$ cat src/verilog/rvIsaPkg.sv
////////////////////////////////////////////////////////////////////////////
// RV32I encoding subset used by the core
// Only the opcodes and funct3 values of the kept instructions are listed
// Shifts, sltu, jalr, lui, auipc and sub-word accesses are not decoded
////////////////////////////////////////////////////////////////////////////

package rvIsaPkg;

	typedef logic [31:0] wordT;
	typedef logic [31:0] addrT;
	typedef logic [4:0]  regIdxT;

	// Major opcodes
	localparam logic [6:0] OpReg    = 7'b0110011;
	localparam logic [6:0] OpImm    = 7'b0010011;
	localparam logic [6:0] OpLoad   = 7'b0000011;
	localparam logic [6:0] OpStore  = 7'b0100011;
	localparam logic [6:0] OpBranch = 7'b1100011;
	localparam logic [6:0] OpJal    = 7'b1101111;

	// Branch compare kinds
	localparam logic [2:0] Funct3Beq = 3'b000;
	localparam logic [2:0] Funct3Bne = 3'b001;

	// ALU kinds, shared by register and immediate forms
	localparam logic [2:0] Funct3Add = 3'b000;
	localparam logic [2:0] Funct3Slt = 3'b010;
	localparam logic [2:0] Funct3Xor = 3'b100;
	localparam logic [2:0] Funct3Or  = 3'b110;
	localparam logic [2:0] Funct3And = 3'b111;

	// Bit of funct7 that turns add into sub
	localparam int Funct7Sub = 5;

	typedef enum logic [2:0] {
		AluAdd,
		AluSub,
		AluAnd,
		AluOr,
		AluXor,
		AluSlt
	} aluOpT;

endpackage
$ cat src/verilog/rvPipePkg.sv
////////////////////////////////////////////////////////////////////////////
// Stage-to-stage payloads of the five-stage pipeline
// An all-zero ctrlT is a bubble, nothing is written anywhere
////////////////////////////////////////////////////////////////////////////

package rvPipePkg;

	localparam rvIsaPkg::addrT   ResetPc = 32'h0000_0000;
	localparam rvIsaPkg::addrT   PcStep  = 32'd4;
	localparam rvIsaPkg::regIdxT ZeroReg = 5'd0;

	// Decoded control carried into execute
	typedef struct packed {
		logic            regWrite;
		logic            memRead;
		logic            memWrite;
		logic            aluImm;
		logic            aluPc;
		rvIsaPkg::aluOpT aluOp;
	} ctrlT;

	typedef struct packed {
		ctrlT             ctrl;
		rvIsaPkg::addrT   pc;
		rvIsaPkg::wordT   rs1Val;
		rvIsaPkg::wordT   rs2Val;
		rvIsaPkg::wordT   imm;
		rvIsaPkg::regIdxT rs1;
		rvIsaPkg::regIdxT rs2;
		rvIsaPkg::regIdxT rd;
	} decExT;

	// Also drives the data memory ports directly
	typedef struct packed {
		rvIsaPkg::wordT   aluOut;
		rvIsaPkg::wordT   storeData;
		rvIsaPkg::regIdxT rd;
		logic             regWrite;
		logic             memRead;
		logic             memWrite;
	} exMemT;

	typedef struct packed {
		logic             regWrite;
		rvIsaPkg::regIdxT rd;
		rvIsaPkg::wordT   data;
	} wbT;

endpackage

$ cat src/verilog/rvCore.sv
////////////////////////////////////////////////////////////////////////////
// Five-stage RV32I core, rising-edge clocked
// Instruction and data memories are external and combinational
// No back-pressure, every access completes in the cycle it is issued
////////////////////////////////////////////////////////////////////////////
`timescale 1ns/1ps

module rvCore (
	input  logic           clk,
	input  logic           rstN,
	input  rvIsaPkg::wordT InstrData,
	input  rvIsaPkg::wordT MemData,
	output rvIsaPkg::addrT PC,
	output rvIsaPkg::addrT RWAddress,
	output rvIsaPkg::wordT WriteData,
	output logic           MemRead,
	output logic           MemWrite
);

	logic              stall;
	logic              redirect;
	rvIsaPkg::addrT    target;
	rvIsaPkg::addrT    fdPc;
	rvIsaPkg::wordT    fdInstr;
	rvPipePkg::decExT  decEx;
	rvPipePkg::ctrlT   exCtrl;
	rvIsaPkg::regIdxT  exRd;
	rvPipePkg::exMemT  exMem;
	rvPipePkg::wbT     wb;

	coreFetch coreFetch_inst (
		.clk(clk), .rstN(rstN), .InstrData(InstrData), .stall(stall),
		.redirect(redirect), .target(target), .pc(PC), .fdPc(fdPc), .fdInstr(fdInstr)
	);

	coreDecode coreDecode_inst (
		.clk(clk), .rstN(rstN), .fdPc(fdPc), .fdInstr(fdInstr), .exCtrl(exCtrl),
		.exRd(exRd), .memStage(exMem), .wb(wb), .stall(stall), .redirect(redirect),
		.target(target), .decEx(decEx)
	);

	coreExecute coreExecute_inst (
		.clk(clk), .rstN(rstN), .decEx(decEx), .memStage(exMem), .wb(wb),
		.exMem(exMem), .exCtrl(exCtrl), .exRd(exRd)
	);

	coreResult coreResult_inst (
		.clk(clk), .rstN(rstN), .exMem(exMem), .MemData(MemData), .wb(wb)
	);

	// Memory stage straight onto the data ports
	assign RWAddress = exMem.aluOut;
	assign WriteData = exMem.storeData;
	assign MemRead   = exMem.memRead;
	assign MemWrite  = exMem.memWrite;

endmodule

$ cat src/verilog/coreResult.sv
////////////////////////////////////////////////////////////////////////////
// Memory/writeback register and writeback data select
// MemData is sampled in the cycle that the load drives the memory ports
////////////////////////////////////////////////////////////////////////////
`timescale 1ns/1ps

module coreResult (
	input  logic             clk,
	input  logic             rstN,
	input  rvPipePkg::exMemT exMem,
	input  rvIsaPkg::wordT   MemData,
	output rvPipePkg::wbT    wb
);
	import rvIsaPkg::*;
	import rvPipePkg::*;

	logic   wbRegWrite;
	logic   wbMemRead;
	regIdxT wbRd;
	wordT   wbAlu;
	wordT   wbLoad;

	// Writes to x0 are dropped here, once for both consumers
	always_ff @(posedge clk) begin
		if (!rstN) begin
			wbRegWrite <= 1'b0;
		end else begin
			wbRegWrite <= exMem.regWrite && (exMem.rd != ZeroReg);
		end
	end

	always_ff @(posedge clk) begin
		wbMemRead <= exMem.memRead;
		wbRd      <= exMem.rd;
		wbAlu     <= exMem.aluOut;
		wbLoad    <= MemData;
	end

	assign wb.regWrite = wbRegWrite;
	assign wb.rd       = wbRd;
	assign wb.data     = wbMemRead ? wbLoad : wbAlu;

endmodule

$ cat src/verilog/coreExecute.sv
////////////////////////////////////////////////////////////////////////////
// Execute stage with forwarding, ALU and execute/memory register
// A load in the memory stage is never forwarded, decode stalls instead
////////////////////////////////////////////////////////////////////////////
`timescale 1ns/1ps

module coreExecute (
	input  logic              clk,
	input  logic              rstN,
	input  rvPipePkg::decExT  decEx,
	input  rvPipePkg::exMemT  memStage,
	input  rvPipePkg::wbT     wb,
	output rvPipePkg::exMemT  exMem,
	output rvPipePkg::ctrlT   exCtrl,
	output rvIsaPkg::regIdxT  exRd
);
	import rvIsaPkg::*;
	import rvPipePkg::*;

	// Memory stage first, then writeback, then the decoded value
	function automatic wordT fwd(input regIdxT src, input wordT regVal, input exMemT ms,
			input wbT w);
		wordT val;
		val = regVal;
		if (src != ZeroReg && ms.regWrite && !ms.memRead && ms.rd == src) begin
			val = ms.aluOut;
		end else if (src != ZeroReg && w.regWrite && w.rd == src) begin
			val = w.data;
		end
		return val;
	endfunction

	wordT  fwdA, fwdB, opA, opB, aluOut;
	exMemT exMemNext;

	assign fwdA = fwd(decEx.rs1, decEx.rs1Val, memStage, wb);
	assign fwdB = fwd(decEx.rs2, decEx.rs2Val, memStage, wb);
	assign opA  = decEx.ctrl.aluPc ? decEx.pc : fwdA;
	assign opB  = decEx.ctrl.aluImm ? decEx.imm : fwdB;

	always_comb begin
		case (decEx.ctrl.aluOp)
			AluSub:  aluOut = opA - opB;
			AluAnd:  aluOut = opA & opB;
			AluOr:   aluOut = opA | opB;
			AluXor:  aluOut = opA ^ opB;
			AluSlt:  aluOut = {31'b0, $signed(opA) < $signed(opB)};
			default: aluOut = opA + opB;
		endcase
	end

	// Seen by decode for load-use and branch hazards
	assign exCtrl = decEx.ctrl;
	assign exRd   = decEx.rd;

	always_comb begin
		exMemNext.aluOut    = aluOut;
		exMemNext.storeData = fwdB;
		exMemNext.rd        = decEx.rd;
		exMemNext.regWrite  = decEx.ctrl.regWrite;
		exMemNext.memRead   = decEx.ctrl.memRead;
		exMemNext.memWrite  = decEx.ctrl.memWrite;
	end

	always_ff @(posedge clk) begin
		if (!rstN) begin
			exMem.regWrite <= 1'b0;
			exMem.memRead  <= 1'b0;
			exMem.memWrite <= 1'b0;
		end else begin
			exMem <= exMemNext;
		end
	end

endmodule

$ cat src/verilog/coreDecode.sv
////////////////////////////////////////////////////////////////////////////
// Decode stage with register file, hazard checks and early branch/jal
// Branches compare register-file values, so they wait for in-flight sources
// Register file reads are write-through from the writeback port
////////////////////////////////////////////////////////////////////////////
`timescale 1ns/1ps

module coreDecode (
	input  logic              clk,
	input  logic              rstN,
	input  rvIsaPkg::addrT    fdPc,
	input  rvIsaPkg::wordT    fdInstr,
	input  rvPipePkg::ctrlT   exCtrl,
	input  rvIsaPkg::regIdxT  exRd,
	input  rvPipePkg::exMemT  memStage,
	input  rvPipePkg::wbT     wb,
	output logic              stall,
	output logic              redirect,
	output rvIsaPkg::addrT    target,
	output rvPipePkg::decExT  decEx
);
	import rvIsaPkg::*;
	import rvPipePkg::*;

	function automatic aluOpT aluSel(input logic [2:0] f3, input logic sub);
		aluOpT op;
		case (f3)
			Funct3Add: op = sub ? AluSub : AluAdd;
			Funct3Slt: op = AluSlt;
			Funct3Xor: op = AluXor;
			Funct3Or:  op = AluOr;
			Funct3And: op = AluAnd;
			default:   op = AluAdd;
		endcase
		return op;
	endfunction

	// True when a writer of rd feeds one of the used sources
	function automatic logic srcHit(input logic we, input regIdxT rd, input regIdxT s1,
			input regIdxT s2, input logic use1, input logic use2);
		return we && (rd != ZeroReg) && ((use1 && rd == s1) || (use2 && rd == s2));
	endfunction

	logic [6:0] opcode;
	logic [6:0] funct7;
	logic [2:0] funct3;
	regIdxT     rs1, rs2, rd;
	wordT       immI, immS, immB, immJ, imm;
	wordT       rs1Val, rs2Val;
	wordT       regs [32];
	ctrlT       ctrl;
	logic       isBranch, isJal, useRs1, useRs2, taken, loadUse, branchWait;
	decExT      decExNext;

	assign opcode = fdInstr[6:0];
	assign funct3 = fdInstr[14:12];
	assign funct7 = fdInstr[31:25];
	assign rs1    = fdInstr[19:15];
	assign rs2    = fdInstr[24:20];
	assign rd     = fdInstr[11:7];

	assign immI = {{20{fdInstr[31]}}, fdInstr[31:20]};
	assign immS = {{20{fdInstr[31]}}, fdInstr[31:25], fdInstr[11:7]};
	assign immB = {{19{fdInstr[31]}}, fdInstr[31], fdInstr[7], fdInstr[30:25],
		fdInstr[11:8], 1'b0};
	assign immJ = {{11{fdInstr[31]}}, fdInstr[31], fdInstr[19:12], fdInstr[20],
		fdInstr[30:21], 1'b0};

	always_comb begin
		ctrl     = '0;
		isBranch = 1'b0;
		isJal    = 1'b0;
		useRs1   = 1'b0;
		useRs2   = 1'b0;
		imm      = immI;
		case (opcode)
			OpReg: begin
				ctrl.regWrite = 1'b1;
				ctrl.aluOp    = aluSel(funct3, funct7[Funct7Sub]);
				useRs1        = 1'b1;
				useRs2        = 1'b1;
			end
			OpImm: begin
				ctrl.regWrite = 1'b1;
				ctrl.aluImm   = 1'b1;
				ctrl.aluOp    = aluSel(funct3, 1'b0);
				useRs1        = 1'b1;
			end
			OpLoad: begin
				ctrl.regWrite = 1'b1;
				ctrl.memRead  = 1'b1;
				ctrl.aluImm   = 1'b1;
				useRs1        = 1'b1;
			end
			OpStore: begin
				ctrl.memWrite = 1'b1;
				ctrl.aluImm   = 1'b1;
				imm           = immS;
				useRs1        = 1'b1;
				useRs2        = 1'b1;
			end
			OpBranch: begin
				isBranch = 1'b1;
				useRs1   = 1'b1;
				useRs2   = 1'b1;
			end
			// Link value pc+4 is formed by the ALU in execute
			OpJal: begin
				ctrl.regWrite = 1'b1;
				ctrl.aluPc    = 1'b1;
				ctrl.aluImm   = 1'b1;
				imm           = PcStep;
				isJal         = 1'b1;
			end
			default: ;
		endcase
	end

	////////////////////////////////////////////////////////////////////////////
	// Register file
	////////////////////////////////////////////////////////////////////////////

	always_ff @(posedge clk) begin
		if (wb.regWrite) begin
			regs[wb.rd] <= wb.data;
		end
	end

	assign rs1Val = (rs1 == ZeroReg) ? '0 : (wb.regWrite && wb.rd == rs1) ? wb.data : regs[rs1];
	assign rs2Val = (rs2 == ZeroReg) ? '0 : (wb.regWrite && wb.rd == rs2) ? wb.data : regs[rs2];

	////////////////////////////////////////////////////////////////////////////
	// Hazards and early resolution
	////////////////////////////////////////////////////////////////////////////

	assign loadUse    = srcHit(exCtrl.memRead, exRd, rs1, rs2, useRs1, useRs2);
	assign branchWait = isBranch && (srcHit(exCtrl.regWrite, exRd, rs1, rs2, 1'b1, 1'b1)
		|| srcHit(memStage.regWrite, memStage.rd, rs1, rs2, 1'b1, 1'b1));
	assign stall      = loadUse || branchWait;

	assign taken    = isJal || (isBranch && ((funct3 == Funct3Beq && rs1Val == rs2Val)
		|| (funct3 == Funct3Bne && rs1Val != rs2Val)));
	assign redirect = taken && !stall;
	assign target   = fdPc + (isJal ? immJ : immB);

	always_comb begin
		decExNext.ctrl   = stall ? '0 : ctrl;
		decExNext.pc     = fdPc;
		decExNext.rs1Val = rs1Val;
		decExNext.rs2Val = rs2Val;
		decExNext.imm    = imm;
		decExNext.rs1    = rs1;
		decExNext.rs2    = rs2;
		decExNext.rd     = rd;
	end

	always_ff @(posedge clk) begin
		if (!rstN) begin
			decEx.ctrl <= '0;
		end else begin
			decEx <= decExNext;
		end
	end

endmodule

$ cat src/verilog/coreFetch.sv
////////////////////////////////////////////////////////////////////////////
// Program counter and fetch/decode register
// InstrData must be valid in the same cycle that PC is presented
// Decode never asserts redirect together with stall
////////////////////////////////////////////////////////////////////////////
`timescale 1ns/1ps

module coreFetch (
	input  logic           clk,
	input  logic           rstN,
	input  rvIsaPkg::wordT InstrData,
	input  logic           stall,
	input  logic           redirect,
	input  rvIsaPkg::addrT target,
	output rvIsaPkg::addrT pc,
	output rvIsaPkg::addrT fdPc,
	output rvIsaPkg::wordT fdInstr
);
	import rvIsaPkg::*;
	import rvPipePkg::*;

	addrT pcNext;

	// Taken branch or jal overrides the sequential step
	assign pcNext = redirect ? target : pc + PcStep;

	always_ff @(posedge clk) begin
		if (!rstN) begin
			pc <= ResetPc;
		end else if (redirect || !stall) begin
			pc <= pcNext;
		end
	end

	// Squashed slot becomes an all-zero word, which decodes as a bubble
	always_ff @(posedge clk) begin
		if (!rstN || redirect) begin
			fdInstr <= '0;
		end else if (!stall) begin
			fdInstr <= InstrData;
		end
	end

	always_ff @(posedge clk) begin
		if (!stall) begin
			fdPc <= pc;
		end
	end

endmodule

$ cat config.mk
export PLATFORM = sky130hd
export DESIGN_NAME = rvCore
export DESIGN_NICKNAME = d
export VERILOG_FILES = /design/src/verilog/rvIsaPkg.sv /design/src/verilog/rvPipePkg.sv /design/src/verilog/rvCore.sv /design/src/verilog/coreResult.sv /design/src/verilog/coreExecute.sv /design/src/verilog/coreDecode.sv /design/src/verilog/coreFetch.sv
export SDC_FILE = /design/constraint.sdc
export NUM_CORES = 2
export LEC_CHECK = 0
export BUFFER_PORTS_ARGS = -buffer_cell sky130_fd_sc_hd__clkbuf_2
export CORE_ASPECT_RATIO = 0.8
export CORE_MARGIN = 1.5
export CORE_UTILIZATION = 50
export CTS_CLUSTER_DIAMETER = 40
export DETAILED_ROUTE_END_ITERATION = 6
export GPL_ROUTABILITY_DRIVEN = 0
export PLACE_DENSITY = 0.76
export SLEW_MARGIN = 20
export SYNTH_ARGS = -nofsm -noshare
export SYNTH_HDL_FRONTEND = slang
export SYNTH_HIERARCHICAL = 1
export SYNTH_SLANG_ARGS = --single-unit
$ cat constraint.sdc
create_clock -name clk -period 13.6 [get_ports clk]
set_clock_uncertainty 0.15 [all_clocks]
set_input_delay 4.08 -clock clk [delete_from_list [all_inputs] [get_ports clk]]
set_output_delay 4.08 -clock clk [all_outputs]
set_load 0.05 [all_outputs]
==> results.py <==
metrics = {
    "worst_setup_path": {
        "r2r_end": "coreFetch_inst/pc[28]$_SDFFE_PN0N_",
        "cp_slowest_cell": "dfxtp_4",
        "cp_common_cell": "buf_4",
        "path_max_fanout": 48,
        "r2r-start": "coreFetch_inst/fdInstr[20]$_SDFFE_PP0N_",
        "required_ns": 14.15,
        "worstRegToRegCells": 17,
        "arrival_ns": 8.06,
        "path_delay_family": "buffers and inverters",
        "max_stage_delay_ns": 0.94,
        "cp-start-kind": "flop",
        "worst_setup_path_end_kind": "flop",
        "cp_cell_sequence": "buf_4 -> buf_4 -> buf_4 -> mux4_2 -> a22oi_1 -> a21oi_1 -> a21oi_1 -> a21oi_1 -> xor2_1 -> nor4_2 -> nand4_1 -> mux2_2 -> nand3_2 -> buf_4 -> inv_2 -> and4_1 -> nor3_1",
        "path_buf_inv": 5,
        "criticalPathCategory": "flop to flop",
        "r2r_setup_slack_ns": 6.09,
    },
    "timing": {
        "worst_pin_slew_ns": 1.25,
        "min_period_ns": 7.51,
        "report.final.slew_viol_count": 0,
        "finalSetupTns_ns": 0,
        "timing.slew.headroom_pct": 16.4,
        "hold_slack_ns": 0.246,
        "finalHoldViolCount": 0,
        "fin_crit_sh_pct": 55.2,
        "clock.fmax_mhz": 133,
        "setup_viol": 0,
        "rsz0062_at_grt": "false",
    },
    "layout": {
        "drive_gt1_share_pct": 24.7,
        "instances_no_fill": 6743,
        "syn_to_final_growth_pct": 10.8,
        "nets": 4952,
        "multi_input_area_mm2": 0.0278,
        "seqCellArea_mm2": 0.0404,
        "fin_util_pct": 56.0,
        "fillCellCount": 10409,
        "postLayoutCellArea_mm2": 0.0778,
    },
    "clocking": {
        "postCtsHoldBufs": 0,
        "ctsResizeCount": 0,
        "tritoncts": "yes",
        "numCtsBuffers": 146,
        "insertion_delay_ns": 0.81,
        "cts.clk_slew.worst_paths_ns": 0.06,
        "cts_sinks": 1394,
        "cts.path.max_buffers": 3,
        "cts_setup_buffers": 0,
        "clock-root-buffer": "clkbuf_16",
        "htree_levels": 4,
    },
    "grt": {
        "grt_pass1_wl_um": 334000,
        "grt_max_degree": 139,
        "grt-busiest-layer": "met1",
        "antenna_found_initial": 13,
        "met2_usage_pct": 43.9,
        "grt-ovfl-total": 0,
        "grtUsageMet1_pct": 44.7,
        "grtUsageTotal_pct": 32.5,
        "grt_pass1_vias": 46276,
        "grtUsageMet3_pct": 15.2,
    },
    "placed_design": {
        "dp.cells": 6467,
        "post-dp-hpwl_um": 148000,
        "dpl_cell_area_mm2": 0.0728,
        "port_buffers": 163,
    },
    "logic_synthesis": {
        "synth_nets": 4867,
        "synthesis.instances": 4671,
        "synth.avg_cell_area_um2": 15.0,
        "yosys_warnings": 6,
        "synth_area_mm2": 0.0702,
    },
    "floorplanning": {
        "die_x_um": 422,
        "fp.coreArea_mm2": 0.139,
        "die_area_mm2": 0.143,
        "start_util_pct": 50.6,
        "rows": 122,
        "die_y_um": 338,
        "io_pins": 164,
    },
    "run": {
        "maxCapViolCount": 0,
    },
    "outcome": {
        "status": "finished, violations left",
        "violations": "design-rule violations",
    },
    "min_path": {
        "hold_path_depth": 0,
        "holdCritPathClass": "flop to flop",
        "min-delay-start": "coreExecute_inst/exMem[1]$_SDFF_PN0_",
        "min_to": "coreResult_inst/wbMemRead$_DFF_P_",
    },
    "drt": {
        "firstDrtPassIters": 7,
        "ant_nets": 0,
        "totalWireLength_um": 236000,
        "drt-wirelength-per-cell_um": 35.0,
        "first_iter_violations": 9878,
        "avgViaCountPerCell": 7.29,
        "post-route-drc-count": 2,
        "vias": 49171,
    },
    "power": {
        "peakVddDrop_uv": 140,
        "power.density_mw_per_mm2": 136,
        "p_leak_nw": 25.7,
    },
}
## placed cells by master, fill, tap and decap left out, types with 16 or more instances in the layout
cell type	n
nand3_1	66
dfxtp_1	132
xnor2_1	87
inv_6	18
clkbuf_16	146
edfxtp_1	1248
a21o_1	44
clkbuf_1	22
a211oi_1	42
nor3_1	69
o211ai_1	17
ha_1	127
or3_1	18
nor2_4	32
nand4_1	41
clkinv_1	20
mux2i_1	176
o21a_1	16
a21oi_1	201
o22ai_1	63
o31ai_1	27
a31oi_1	30
inv_1	137
bufinv_16	17
a22oi_1	77
nor2_1	201
xor2_1	46
clkbuf_2	162
a22o_1	21
mux2_2	69
buf_4	100
mux4_2	530
nand2_1	242
nor4_1	19
and2_1	21
clkinv_2	19
o21ai_0	182
nor2b_1	36
nand2b_1	20
## registers in the layout, indices dropped and copies added, names as in the netlist
register,flops
coreResult_inst/wbAlu,32
coreFetch_inst/pc,32
coreExecute_inst/exMem,72
coreFetch_inst/fdInstr,32
coreResult_inst/wbRegWrite,1
coreDecode_inst/regs,1024
coreResult_inst/wbRd,5
coreDecode_inst/decEx,131
coreResult_inst/wbMemRead,1
coreResult_inst/wbLoad,32
coreFetch_inst/fdPc,32
## how the worst max path moves through the flow
| stage | startpoint | endpoint | slack (ns) | cells after the start |
|---|---|---|---|---|
| 5_1_grt | coreFetch_inst/fdInstr[20]$_SDFFE_PP0N_ | coreFetch_inst/pc[28]$_SDFFE_PN0N_ | 5.60 | 17 |
| 2_1_floorplan | coreDecode_inst/decEx[14]$_DFFE_PP_ | coreExecute_inst/exMem[71]$_DFFE_PP_ | 8.17 | 18 |
| 6_report | coreFetch_inst/fdInstr[20]$_SDFFE_PP0N_ | coreFetch_inst/pc[28]$_SDFFE_PN0N_ | 6.09 | 17 |
| 3_3_place_gp | coreFetch_inst/fdInstr[20]$_SDFFE_PP0N_ | coreFetch_inst/pc[26]$_SDFFE_PN0N_ | 5.63 | 17 |
| 4_1_cts | coreFetch_inst/fdInstr[20]$_SDFFE_PP0N_ | coreFetch_inst/pc[28]$_SDFFE_PN0N_ | 5.90 | 17 |
| 3_5_place_dp | coreFetch_inst/fdInstr[20]$_SDFFE_PP0N_ | coreFetch_inst/pc[28]$_SDFFE_PN0N_ | 5.96 | 17 |
## worst reg2reg max path, stage by stage, from the launching register on
cell     delay (ns)
dfxtp_4        0.94
buf_4          0.70
buf_4          0.71
buf_4          0.69
mux4_2         0.66
a22oi_1        0.22
a21oi_1        0.13
a21oi_1        0.17
a21oi_1        0.13
xor2_1         0.25
nor4_2         0.87
nand4_1        0.16
mux2_2         0.32
nand3_2        0.15
buf_4          0.33
inv_2          0.37
and4_1         0.30
nor3_1         0.18
## final cells by class
type / count / share of cell area (%)
clock inverter: 101 / 1.54
tap: 1860 / 2.99
timing repair buffer: 271 / 2.22
sequential: 1394 / 51.9
clock buffer: 171 / 4.85
multi-input combinational: 2803 / 35.8
inverter: 140 / 0.675
antenna: 3 / 0.00964
## through the flow
stage | total power, mW | setup WS [ns]
CTS | 10.5 | 5.90
detailed placement | 6.44 | 5.96
finish | 10.6 | 6.09
floorplan | 5.96 | 8.17
global route | 10.8 | 5.60
global placement | 6.41 | 5.63
## metal layers
| layer | up-vias | routed length [um] |
|---|---|---|
| met5 | - | 137 |
| met4 | 14 | 12300 |
| met3 | 876 | 45600 |
| met2 | 4975 | 96100 |
| met1 | 24309 | 81900 |
| li1 | 18997 | - |
## report_power, final
| group | switching (mW) | internal (mW) |
|---|---|---|
| combinational | 0.992 | 0.449 |
| sequential | 0.106 | 4.90 |
| clock | 1.80 | 2.36 |
| total | 2.90 | 7.71 |
Note: power is estimated with default switching activity, not from simulation.
